**config.mk**
```make
export PLATFORM = sky130hd
export DESIGN_NAME = exec_top
export DESIGN_NICKNAME = d
export VERILOG_FILES = /design/src/exec_pkg.sv /design/src/exec_top.sv /design/src/exec_unit.sv /design/src/inst_decode.sv /design/src/result_stage.sv
export VERILOG_INCLUDE_DIRS = /design/src /design/src/include
export SDC_FILE = /design/constraint.sdc
export NUM_CORES = 1
export LEC_CHECK = 0
export BUFFER_PORTS_ARGS = -buffer_cell sky130_fd_sc_hd__buf_2
export CAP_MARGIN = 40
export CELL_PAD_IN_SITES_DETAIL_PLACEMENT = 0
export CELL_PAD_IN_SITES_GLOBAL_PLACEMENT = 1
export CORE_ASPECT_RATIO = 0.9
export CORE_UTILIZATION = 50
export DETAILED_ROUTE_END_ITERATION = 6
export PLACE_DENSITY = 0.93
export SETUP_SLACK_MARGIN = 0.3
export SKIP_CTS_REPAIR_TIMING = 1
export SLEW_MARGIN = 20
export SYNTH_ARGS = -nofsm -noshare
export SYNTH_HDL_FRONTEND = slang
export SYNTH_SLANG_ARGS = --single-unit
```
**constraint.sdc**
```tcl
create_clock -name clk -period 6.6 [get_ports clk]
set_input_delay 0.33 -clock clk [delete_from_list [all_inputs] [get_ports clk]]
set_output_delay 0.33 -clock clk [all_outputs]
set_load 0.01 [all_outputs]
```
**src/include/exec_settings.svh**
```systemverilog
//================================================
// Widths shared by the execute slice; data width
// must stay 32 for the shift amount to fit 5 bits
//================================================

`ifndef EXEC_SETTINGS_SVH
`define EXEC_SETTINGS_SVH

`define EXEC_DATA_W  32  // Operand and result width
`define EXEC_TAG_W   4   // Command tag width
`define EXEC_SHAMT_W 5   // Shift amount taken from in1

`endif

```
**src/exec_pkg.sv**
```systemverilog
//================================================
// Types for the execute slice, widths come from
// exec_settings.svh
//================================================
`default_nettype none

`include "exec_settings.svh"

package exec_pkg;

  typedef enum logic [4:0] {
    OP_ADD  = 5'd0,  OP_ADDI = 5'd1,  OP_SUB  = 5'd2,  OP_SLL  = 5'd3,
    OP_OR   = 5'd4,  OP_SLTU = 5'd5,  OP_AND  = 5'd6,  OP_XOR  = 5'd7,
    OP_NOR  = 5'd8,  OP_XNOR = 5'd9,  OP_SRL  = 5'd10, OP_SRA  = 5'd11,
    OP_MOV0 = 5'd12, OP_MOV1 = 5'd13,
    OP_BEQ  = 5'd14, OP_BNE  = 5'd15, OP_BLTZ = 5'd16, OP_BGEZ = 5'd17,
    OP_BEQZ = 5'd18
  } opcode_e;  // Codes 19 to 31 are illegal

  // Encoding follows the ALU function select
  typedef enum logic [3:0] {
    ALU_ADD  = 4'd0,  ALU_SUB  = 4'd1,  ALU_SLL  = 4'd2,  ALU_OR   = 4'd3,
    ALU_LT   = 4'd4,  ALU_AND  = 4'd5,  ALU_XOR  = 4'd6,  ALU_NOR  = 4'd7,
    ALU_XNOR = 4'd8,  ALU_SRL  = 4'd9,  ALU_SRA  = 4'd10, ALU_CP0  = 4'd11,
    ALU_CP1  = 4'd12, ALU_NONE = 4'd15
  } alu_fn_e;

  typedef enum logic [2:0] {
    BR_NONE, BR_EQ, BR_NE, BR_LTZ, BR_GEZ, BR_EQZ
  } br_cond_e;

  typedef struct packed {
    opcode_e                 opcode;
    logic [`EXEC_DATA_W-1:0] op0;
    logic [`EXEC_DATA_W-1:0] op1;
    logic [`EXEC_DATA_W-1:0] imm;
    logic                    use_imm;  // Take imm as second operand
    logic [`EXEC_TAG_W-1:0]  tag;
  } cmd_t;

  typedef struct packed {
    logic [`EXEC_DATA_W-1:0] in0;
    logic [`EXEC_DATA_W-1:0] in1;
    alu_fn_e                 fn;
    br_cond_e                br_cond;
    logic                    illegal;
    logic [`EXEC_TAG_W-1:0]  tag;
  } uop_t;

  typedef struct packed {
    logic [`EXEC_DATA_W-1:0] value;
    logic                    ops_eq;
    logic                    op0_zero;
    logic                    op0_neg;
    br_cond_e                br_cond;
    logic                    illegal;
    logic [`EXEC_TAG_W-1:0]  tag;
  } exe_t;

  typedef struct packed {
    logic [`EXEC_DATA_W-1:0] value;
    logic                    is_branch;
    logic                    taken;     // Zero for non-branches
    logic                    illegal;
    logic [`EXEC_TAG_W-1:0]  tag;
  } rsp_t;

endpackage

`default_nettype wire

```
**src/exec_top.sv**
```systemverilog
//================================================
// Execute slice, decode to result, up to three
// commands in flight
//================================================
`timescale 1ns/10ps
`default_nettype none

module exec_top
(
  input  logic            clk,
  input  logic            rst_n,
  input  exec_pkg::cmd_t  cmd,
  input  logic            cmd_req,
  output logic            cmd_ack,
  output exec_pkg::rsp_t  rsp,
  output logic            rsp_req,
  input  logic            rsp_ack
);

  import exec_pkg::*;

  uop_t uop;
  logic uop_valid;
  logic exec_ready;
  exe_t exe;
  logic exe_valid;
  logic res_ready;

  inst_decode i_decode
  (
    .clk        (clk),
    .rst_n      (rst_n),
    .cmd        (cmd),
    .cmd_req    (cmd_req),
    .cmd_ack    (cmd_ack),
    .uop        (uop),
    .uop_valid  (uop_valid),
    .exec_ready (exec_ready)
  );

  exec_unit i_exec
  (
    .clk        (clk),
    .rst_n      (rst_n),
    .uop        (uop),
    .uop_valid  (uop_valid),
    .exec_ready (exec_ready),
    .exe        (exe),
    .exe_valid  (exe_valid),
    .res_ready  (res_ready)
  );

  result_stage i_result
  (
    .clk       (clk),
    .rst_n     (rst_n),
    .exe       (exe),
    .exe_valid (exe_valid),
    .res_ready (res_ready),
    .rsp       (rsp),
    .rsp_req   (rsp_req),
    .rsp_ack   (rsp_ack)
  );

endmodule

`default_nettype wire

```
**src/exec_unit.sv**
```systemverilog
//================================================
// ALU select values 13 and 14 give zero like NONE
// Shifts use only in1[4:0]
//================================================
`timescale 1ns/10ps
`default_nettype none

`include "exec_settings.svh"

module exec_unit
(
  input  logic            clk,
  input  logic            rst_n,
  input  exec_pkg::uop_t  uop,
  input  logic            uop_valid,
  output logic            exec_ready,
  output exec_pkg::exe_t  exe,
  output logic            exe_valid,
  input  logic            res_ready
);

  import exec_pkg::*;

  logic [`EXEC_DATA_W-1:0]  alu_out;
  logic [`EXEC_SHAMT_W-1:0] shamt;
  logic                     lt_bit;
  logic                     ops_eq;
  logic                     op0_zero;
  logic                     op0_neg;
  logic                     xfer_in;

  assign shamt  = uop.in1[`EXEC_SHAMT_W-1:0];
  assign lt_bit = uop.in0 < uop.in1;           // Unsigned compare

  //================================================
  // ALU
  //================================================

  always_comb
  begin
    case (uop.fn)
      ALU_ADD  : alu_out = uop.in0 + uop.in1;
      ALU_SUB  : alu_out = uop.in0 - uop.in1;
      ALU_SLL  : alu_out = uop.in0 << shamt;
      ALU_OR   : alu_out = uop.in0 | uop.in1;
      ALU_LT   : alu_out = {{(`EXEC_DATA_W-1){1'b0}}, lt_bit};
      ALU_AND  : alu_out = uop.in0 & uop.in1;
      ALU_XOR  : alu_out = uop.in0 ^ uop.in1;
      ALU_NOR  : alu_out = ~(uop.in0 | uop.in1);
      ALU_XNOR : alu_out = ~(uop.in0 ^ uop.in1);
      ALU_SRL  : alu_out = uop.in0 >> shamt;
      ALU_SRA  : alu_out = $signed(uop.in0) >>> shamt;  // Sign fill
      ALU_CP0  : alu_out = uop.in0;
      ALU_CP1  : alu_out = uop.in1;
      default  : alu_out = '0;
    endcase
  end

  // Flags for branch resolution downstream
  assign ops_eq   = uop.in0 == uop.in1;
  assign op0_zero = uop.in0 == '0;
  assign op0_neg  = uop.in0[`EXEC_DATA_W-1];

  //================================================
  // Stage register
  //================================================

  assign exec_ready = !exe_valid || res_ready;  // Empty or transferring
  assign xfer_in    = uop_valid && exec_ready;

  always_ff @(posedge clk)
  begin
    if (!rst_n)
      exe_valid <= 1'b0;
    else if (xfer_in)
      exe_valid <= 1'b1;
    else if (res_ready)
      exe_valid <= 1'b0;
  end

  always_ff @(posedge clk)
  begin
    if (xfer_in)
    begin
      exe.value    <= alu_out;
      exe.ops_eq   <= ops_eq;
      exe.op0_zero <= op0_zero;
      exe.op0_neg  <= op0_neg;
      exe.br_cond  <= uop.br_cond;
      exe.illegal  <= uop.illegal;
      exe.tag      <= uop.tag;
    end
  end

endmodule

`default_nettype wire

```
**src/inst_decode.sv**
```systemverilog
//================================================
// Command side is four-phase; cmd must hold while
// cmd_req is high. Illegal opcodes decode to NONE
//================================================
`timescale 1ns/10ps
`default_nettype none

module inst_decode
(
  input  logic            clk,
  input  logic            rst_n,
  input  exec_pkg::cmd_t  cmd,
  input  logic            cmd_req,
  output logic            cmd_ack,
  output exec_pkg::uop_t  uop,
  output logic            uop_valid,
  input  logic            exec_ready
);

  import exec_pkg::*;

  uop_t uop_d;
  logic load_en;
  logic capture;

  assign load_en = !uop_valid || exec_ready;       // Empty or draining
  assign capture = cmd_req && !cmd_ack && load_en;

  //================================================
  // Opcode decode
  //================================================

  always_comb
  begin
    uop_d.in0     = cmd.op0;
    uop_d.in1     = (cmd.use_imm || cmd.opcode == OP_ADDI) ? cmd.imm : cmd.op1;
    uop_d.fn      = ALU_NONE;
    uop_d.br_cond = BR_NONE;
    uop_d.illegal = 1'b0;
    uop_d.tag     = cmd.tag;

    case (cmd.opcode)
      OP_ADD,
      OP_ADDI : uop_d.fn = ALU_ADD;
      OP_SUB  : uop_d.fn = ALU_SUB;
      OP_SLL  : uop_d.fn = ALU_SLL;
      OP_OR   : uop_d.fn = ALU_OR;
      OP_SLTU : uop_d.fn = ALU_LT;
      OP_AND  : uop_d.fn = ALU_AND;
      OP_XOR  : uop_d.fn = ALU_XOR;
      OP_NOR  : uop_d.fn = ALU_NOR;
      OP_XNOR : uop_d.fn = ALU_XNOR;
      OP_SRL  : uop_d.fn = ALU_SRL;
      OP_SRA  : uop_d.fn = ALU_SRA;
      OP_MOV0 : uop_d.fn = ALU_CP0;
      OP_MOV1 : uop_d.fn = ALU_CP1;
      OP_BEQ  : uop_d.br_cond = BR_EQ;   // Branches keep fn NONE
      OP_BNE  : uop_d.br_cond = BR_NE;
      OP_BLTZ : uop_d.br_cond = BR_LTZ;
      OP_BGEZ : uop_d.br_cond = BR_GEZ;
      OP_BEQZ : uop_d.br_cond = BR_EQZ;
      default : uop_d.illegal = 1'b1;
    endcase
  end

  //================================================
  // Handshake and stage register
  //================================================

  always_ff @(posedge clk)
  begin
    if (!rst_n)
    begin
      cmd_ack   <= 1'b0;
      uop_valid <= 1'b0;
    end
    else
    begin
      if (capture)
        cmd_ack <= 1'b1;
      else if (cmd_ack && !cmd_req)
        cmd_ack <= 1'b0;                  // Return to idle phase

      if (capture)
        uop_valid <= 1'b1;
      else if (exec_ready)
        uop_valid <= 1'b0;                // Item moved on
    end
  end

  always_ff @(posedge clk)
  begin
    if (capture)
      uop <= uop_d;
  end

endmodule

`default_nettype wire

```
**src/result_stage.sv**
```systemverilog
//================================================
// One-entry response buffer, four-phase on the
// output; new rsp_req waits for rsp_ack low
//================================================
`timescale 1ns/10ps
`default_nettype none

module result_stage
(
  input  logic            clk,
  input  logic            rst_n,
  input  exec_pkg::exe_t  exe,
  input  logic            exe_valid,
  output logic            res_ready,
  output exec_pkg::rsp_t  rsp,
  output logic            rsp_req,
  input  logic            rsp_ack
);

  import exec_pkg::*;

  logic rsp_full;
  logic taken;
  logic load_en;

  //================================================
  // Branch resolution
  //================================================

  always_comb
  begin
    case (exe.br_cond)
      BR_EQ   : taken = exe.ops_eq;
      BR_NE   : taken = !exe.ops_eq;
      BR_LTZ  : taken = exe.op0_neg;
      BR_GEZ  : taken = !exe.op0_neg;
      BR_EQZ  : taken = exe.op0_zero;
      default : taken = 1'b0;
    endcase
  end

  //================================================
  // Response buffer and handshake
  //================================================

  assign res_ready = !rsp_full;
  assign load_en   = exe_valid && res_ready;

  always_ff @(posedge clk)
  begin
    if (!rst_n)
    begin
      rsp_full <= 1'b0;
      rsp_req  <= 1'b0;
    end
    else if (rsp_req && rsp_ack)
    begin
      rsp_full <= 1'b0;                 // Consumer took it
      rsp_req  <= 1'b0;
    end
    else if (load_en)
    begin
      rsp_full <= 1'b1;
      rsp_req  <= !rsp_ack;             // Hold off while old ack high
    end
    else if (rsp_full && !rsp_req && !rsp_ack)
      rsp_req  <= 1'b1;
  end

  always_ff @(posedge clk)
  begin
    if (load_en)
    begin
      rsp.value     <= exe.value;
      rsp.is_branch <= exe.br_cond != BR_NONE;
      rsp.taken     <= taken;
      rsp.illegal   <= exe.illegal;
      rsp.tag       <= exe.tag;
    end
  end

endmodule

`default_nettype wire

```
==> impl_metrics.json <==
{
  "synth_cells": 1765,
  "maxSlewViolCount": 0,
  "yosysUniqueCellTypes": 87,
  "seq_power_share_pct": 36.4,
  "regArea_mm2": 0.004845,
  "post_drt_wl_per_cell_um": 31.05,
  "first_global_vias": 14750,
  "synthFlopType": "edfxtp_1",
  "use_met1_pct": 59.30,
  "grt_max_degree": 92,
  "fillers": 2742,
  "hold_viol": 0,
  "nNetsFinal": 2056,
  "syn-cell-area_mm2": 0.01531,
  "worst-path-buf-inv": 2,
  "area_growth_pct": 11.90,
  "grt_overflow": 0,
  "r2r_start": "i_decode.uop[12]$_DFFE_PP_",
  "crit_start": "i_decode.uop[12]$_DFFE_PP_",
  "startpoint_type": "register",
  "cts.sinks": 163,
  "synth_fp_nets": 1979,
  "status": "complete, no violations",
  "place_inst": 2222,
  "p_sw_mw": 1.411,
  "port_buffers": 150,
  "relSlewSlack_pct": 36.61,
  "combPwrFrac_pct": 31.8,
  "rsz0062_at_grt": "no",
  "leakage_nw": 6.704,
  "fin_crit_ns": 4.665,
  "tns_ns": 0,
  "grt_use_total_pct": 44.13,
  "ys_seq_area_share_pct": 31.64,
  "crit_family": "compound AO/OA/AOI/OAI gates",
  "dr.pass1.iters": 6,
  "dp_hpwl_um": 52250,
  "layout-drive-gt1-share_pct": 18.33,
  "fmax_mhz": 214.3,
  "clkPwrFrac_pct": 31.8,
  "die_h_um": 168.0,
  "clk_pin_slew_worst_paths_ns": 0.10,
  "endpoint_kind": "register",
  "multi_input_area_mm2": 0.009633,
  "synth_edf_count": 158,
  "clk_latency_ns": 0.47,
  "final_cells": 2260,
  "ys_warn_count": 0,
  "gr-usage-met2_pct": 61.84,
  "cap_violations": 0,
  "power.density_mw_per_mm2": 206.4,
  "grt_pass1_wl_um": 101400,
  "htree_levels": 4,
  "initial_core_util_pct": 51.00,
  "vdd_ir_drop_max_mv": 0.1889,
  "timing.final.crit_share_pct": 70.69,
  "dieArea_mm2": 0.03133,
  "core_mm2": 0.03003,
  "rows": 60,
  "ys_async_sr_fraction_pct": 0,
  "drtIter0Drc": 2738,
  "num_vias": 16210,
  "numCtsBuffers": 17,
  "clock_path_buffers": 2,
  "crit_required_ns": 6.83,
  "cts_root_buf": "clkbuf_16",
  "timing.hold.ws_ns": 0.02381,
  "setup_viol_count_final": 0,
  "cp_max_fo": 91,
  "busiest_layer": "met2",
  "antenna_found_initial": 9,
  "design.portCount": 151,
  "skew_ns": 0.02635,
  "viasPerCell": 7.170,
  "gp_congestion": 1.097,
  "cpMaxStageDelayCell": "a221oi_2",
  "route.detailed.drc": 0,
  "hold_start": "cmd[73]",
  "critPathKind": "register to register",
  "worst_pin_slew_ns": 0.9430,
  "cts_tree": "built",
  "slowest_delay_ns": 0.77,
  "ant_nets": 0,
  "dpl_worst_slack_ns": 2.096,
  "setup_slack_ns": 1.935,
  "p_int_mw": 2.126,
  "arrival_ns": 4.89,
  "worstHoldPathType": "input port to register",
  "power_switching_share_pct": 39.89,
  "path_cells": "buf_12 > inv_1 > ha_1 > nor2b_1 > a21oi_1 > a221oi_2 > a211o_2 > nor2_1 > or4_4 > a311oi_1 > a2111oi_0 > or3_1",
  "yosys_register_bits": 163,
  "grt_use_met3_pct": 16.91,
  "dieWidth_um": 186.5,
  "wl_um": 70180,
  "synth_area_per_cell_um2": 8.676
}
-- power by group through the flow --
stage	Sequential (mW)	Combinational, mW	Clock (mW)
after global placement	1.31	1.05	0
after detailed placement	1.31	1.06	0
after floorplan	1.27	0.693	0
after CTS	1.28	1.06	1.13
final	1.29	1.12	1.13
after global routing	1.29	1.17	1.16
-- flip-flops by register name (all words and copies together) (netlist names) --
register            cells
i_decode.cmd_ack        1
i_decode.uop           76
i_decode.uop_valid      1
i_exec.exe             43
i_exec.exe_valid        1
i_result.rsp           39
i_result.rsp_full       1
i_result.rsp_req        1
-- layout make-up --
type | count | share of cell area, %
Multi-Input combinational cell | 1370 | 56.21
Sequential cell | 163 | 28.27
Timing Repair Buffer | 195 | 6.674
Tap cell | 403 | 2.942
Clock buffer | 17 | 2.482
Inverter | 95 | 2.081
Clock inverter | 15 | 1.307
Antenna cell | 2 | 0.02921
-- metrics by stage --
stage	power (mW)	utilization (%)	instance area [um2]
floorplan	1.966	-	15310
global placement	2.358	54.52	16370
detailed placement	2.364	54.79	16450
CTS	3.475	56.95	17100
global route	3.626	57.05	17130
finish	3.537	57.07	17140
-- placed cells by master (no fill, tap or decap), types with 9 or more instances in the layout --
cell type  synthesis  routed
nor2b_1           23      21
nor4_1            26      24
a21o_1            14      14
o21a_1            10      10
a221o_1           17      17
nor3_1            45      43
a211o_1           11      11
o221ai_1          14      14
a2111oi_0          9       9
o211ai_1          19      19
o21bai_1           9       9
ha_1             102     102
mux2_2            51      51
a31oi_1           11      11
xnor2_1           26      26
inv_1             93      92
o2111ai_1         11      11
o22ai_1           30      30
mux4_2            20      20
nor2_1           188     185
edfxtp_1         158     158
a221oi_1          29      29
buf_4              0      36
buf_2             18     153
nand2_1          117     117
mux2i_1           43      43
a222oi_1          10      10
o31ai_1           14      14
o21ai_0          121     120
a21oi_1          142     141
nand2b_1          24      24
nand4_1           16      16
a22oi_1           26      26
a211oi_1          34      34
nand3_1           42      42
clkbuf_16          0      17
-- path summary, 6_finish.rpt --
| path | end | slack [ns] | cells past startpoint |
|---|---|---|---|
| worst min-delay path | i_decode.uop[48]$_DFFE_PP_ | 0.02 | 1 |
| worst min register to register | i_result.rsp[12]$_DFFE_PP_ | 0.42 | 0 |
| worst max-delay path | i_exec.exe[41]$_DFFE_PP_ | 1.93 | 12 |
| worst max register to register | i_exec.exe[41]$_DFFE_PP_ | 1.93 | 12 |
-- kinds of logic (layout without fill, tap and decap cells) --
| group | count (synthesis) | count (layout) | share of synthesized area, % |
|---|---|---|---|
| AO/OA/AOI/OAI | 588 | 588 | 25.94 |
| AND/OR/NAND/NOR | 528 | 528 | 16.23 |
| buffers and inverters | 232 | 322 | 5.932 |
| flip-flops | 163 | 163 | 31.64 |
| multiplexers | 117 | 117 | 9.780 |
| adder cells (fa/ha/maj) | 104 | 104 | 8.595 |
| XOR/XNOR | 33 | 33 | 1.887 |
| other | 0 | 2 | 0 |
-- cell usage after synthesis, types with 16 or more instances --
library cell / n / share of area [%]
nor2_1: 188 / 4.6
edfxtp_1: 158 / 31
a21oi_1: 142 / 4.6
o21ai_0: 121 / 4.0
nand2_1: 117 / 2.9
ha_1: 102 / 8.3
clkbuf_1: 97 / 2.4
inv_1: 93 / 2.3
mux2_2: 51 / 3.8
nor3_1: 45 / 1.5
mux2i_1: 43 / 2.8
nand3_1: 42 / 1.4
a211oi_1: 34 / 1.7
o22ai_1: 30 / 1.2
a221oi_1: 29 / 1.7
a22oi_1: 26 / 1.3
nor4_1: 26 / 1.1
xnor2_1: 26 / 1.5
nand2b_1: 24 / 0.98
nor2b_1: 23 / 0.94
buf_1: 20 / 0.49
mux4_2: 20 / 2.9
o211ai_1: 19 / 0.93
buf_2: 18 / 0.59
a221o_1: 17 / 1.1
nand4_1: 16 / 0.65
-- layer usage --
metal  up-vias  routed length, um  part of all wire [%]
met5         -                100                  0.14
met4        10               3625                   5.2
met3       248              11090                    16
met2      1381              28330                    40
met1      7706              27030                    39
li1       6860                  -                     -
Note: power is estimated with default switching activity, not from simulation.
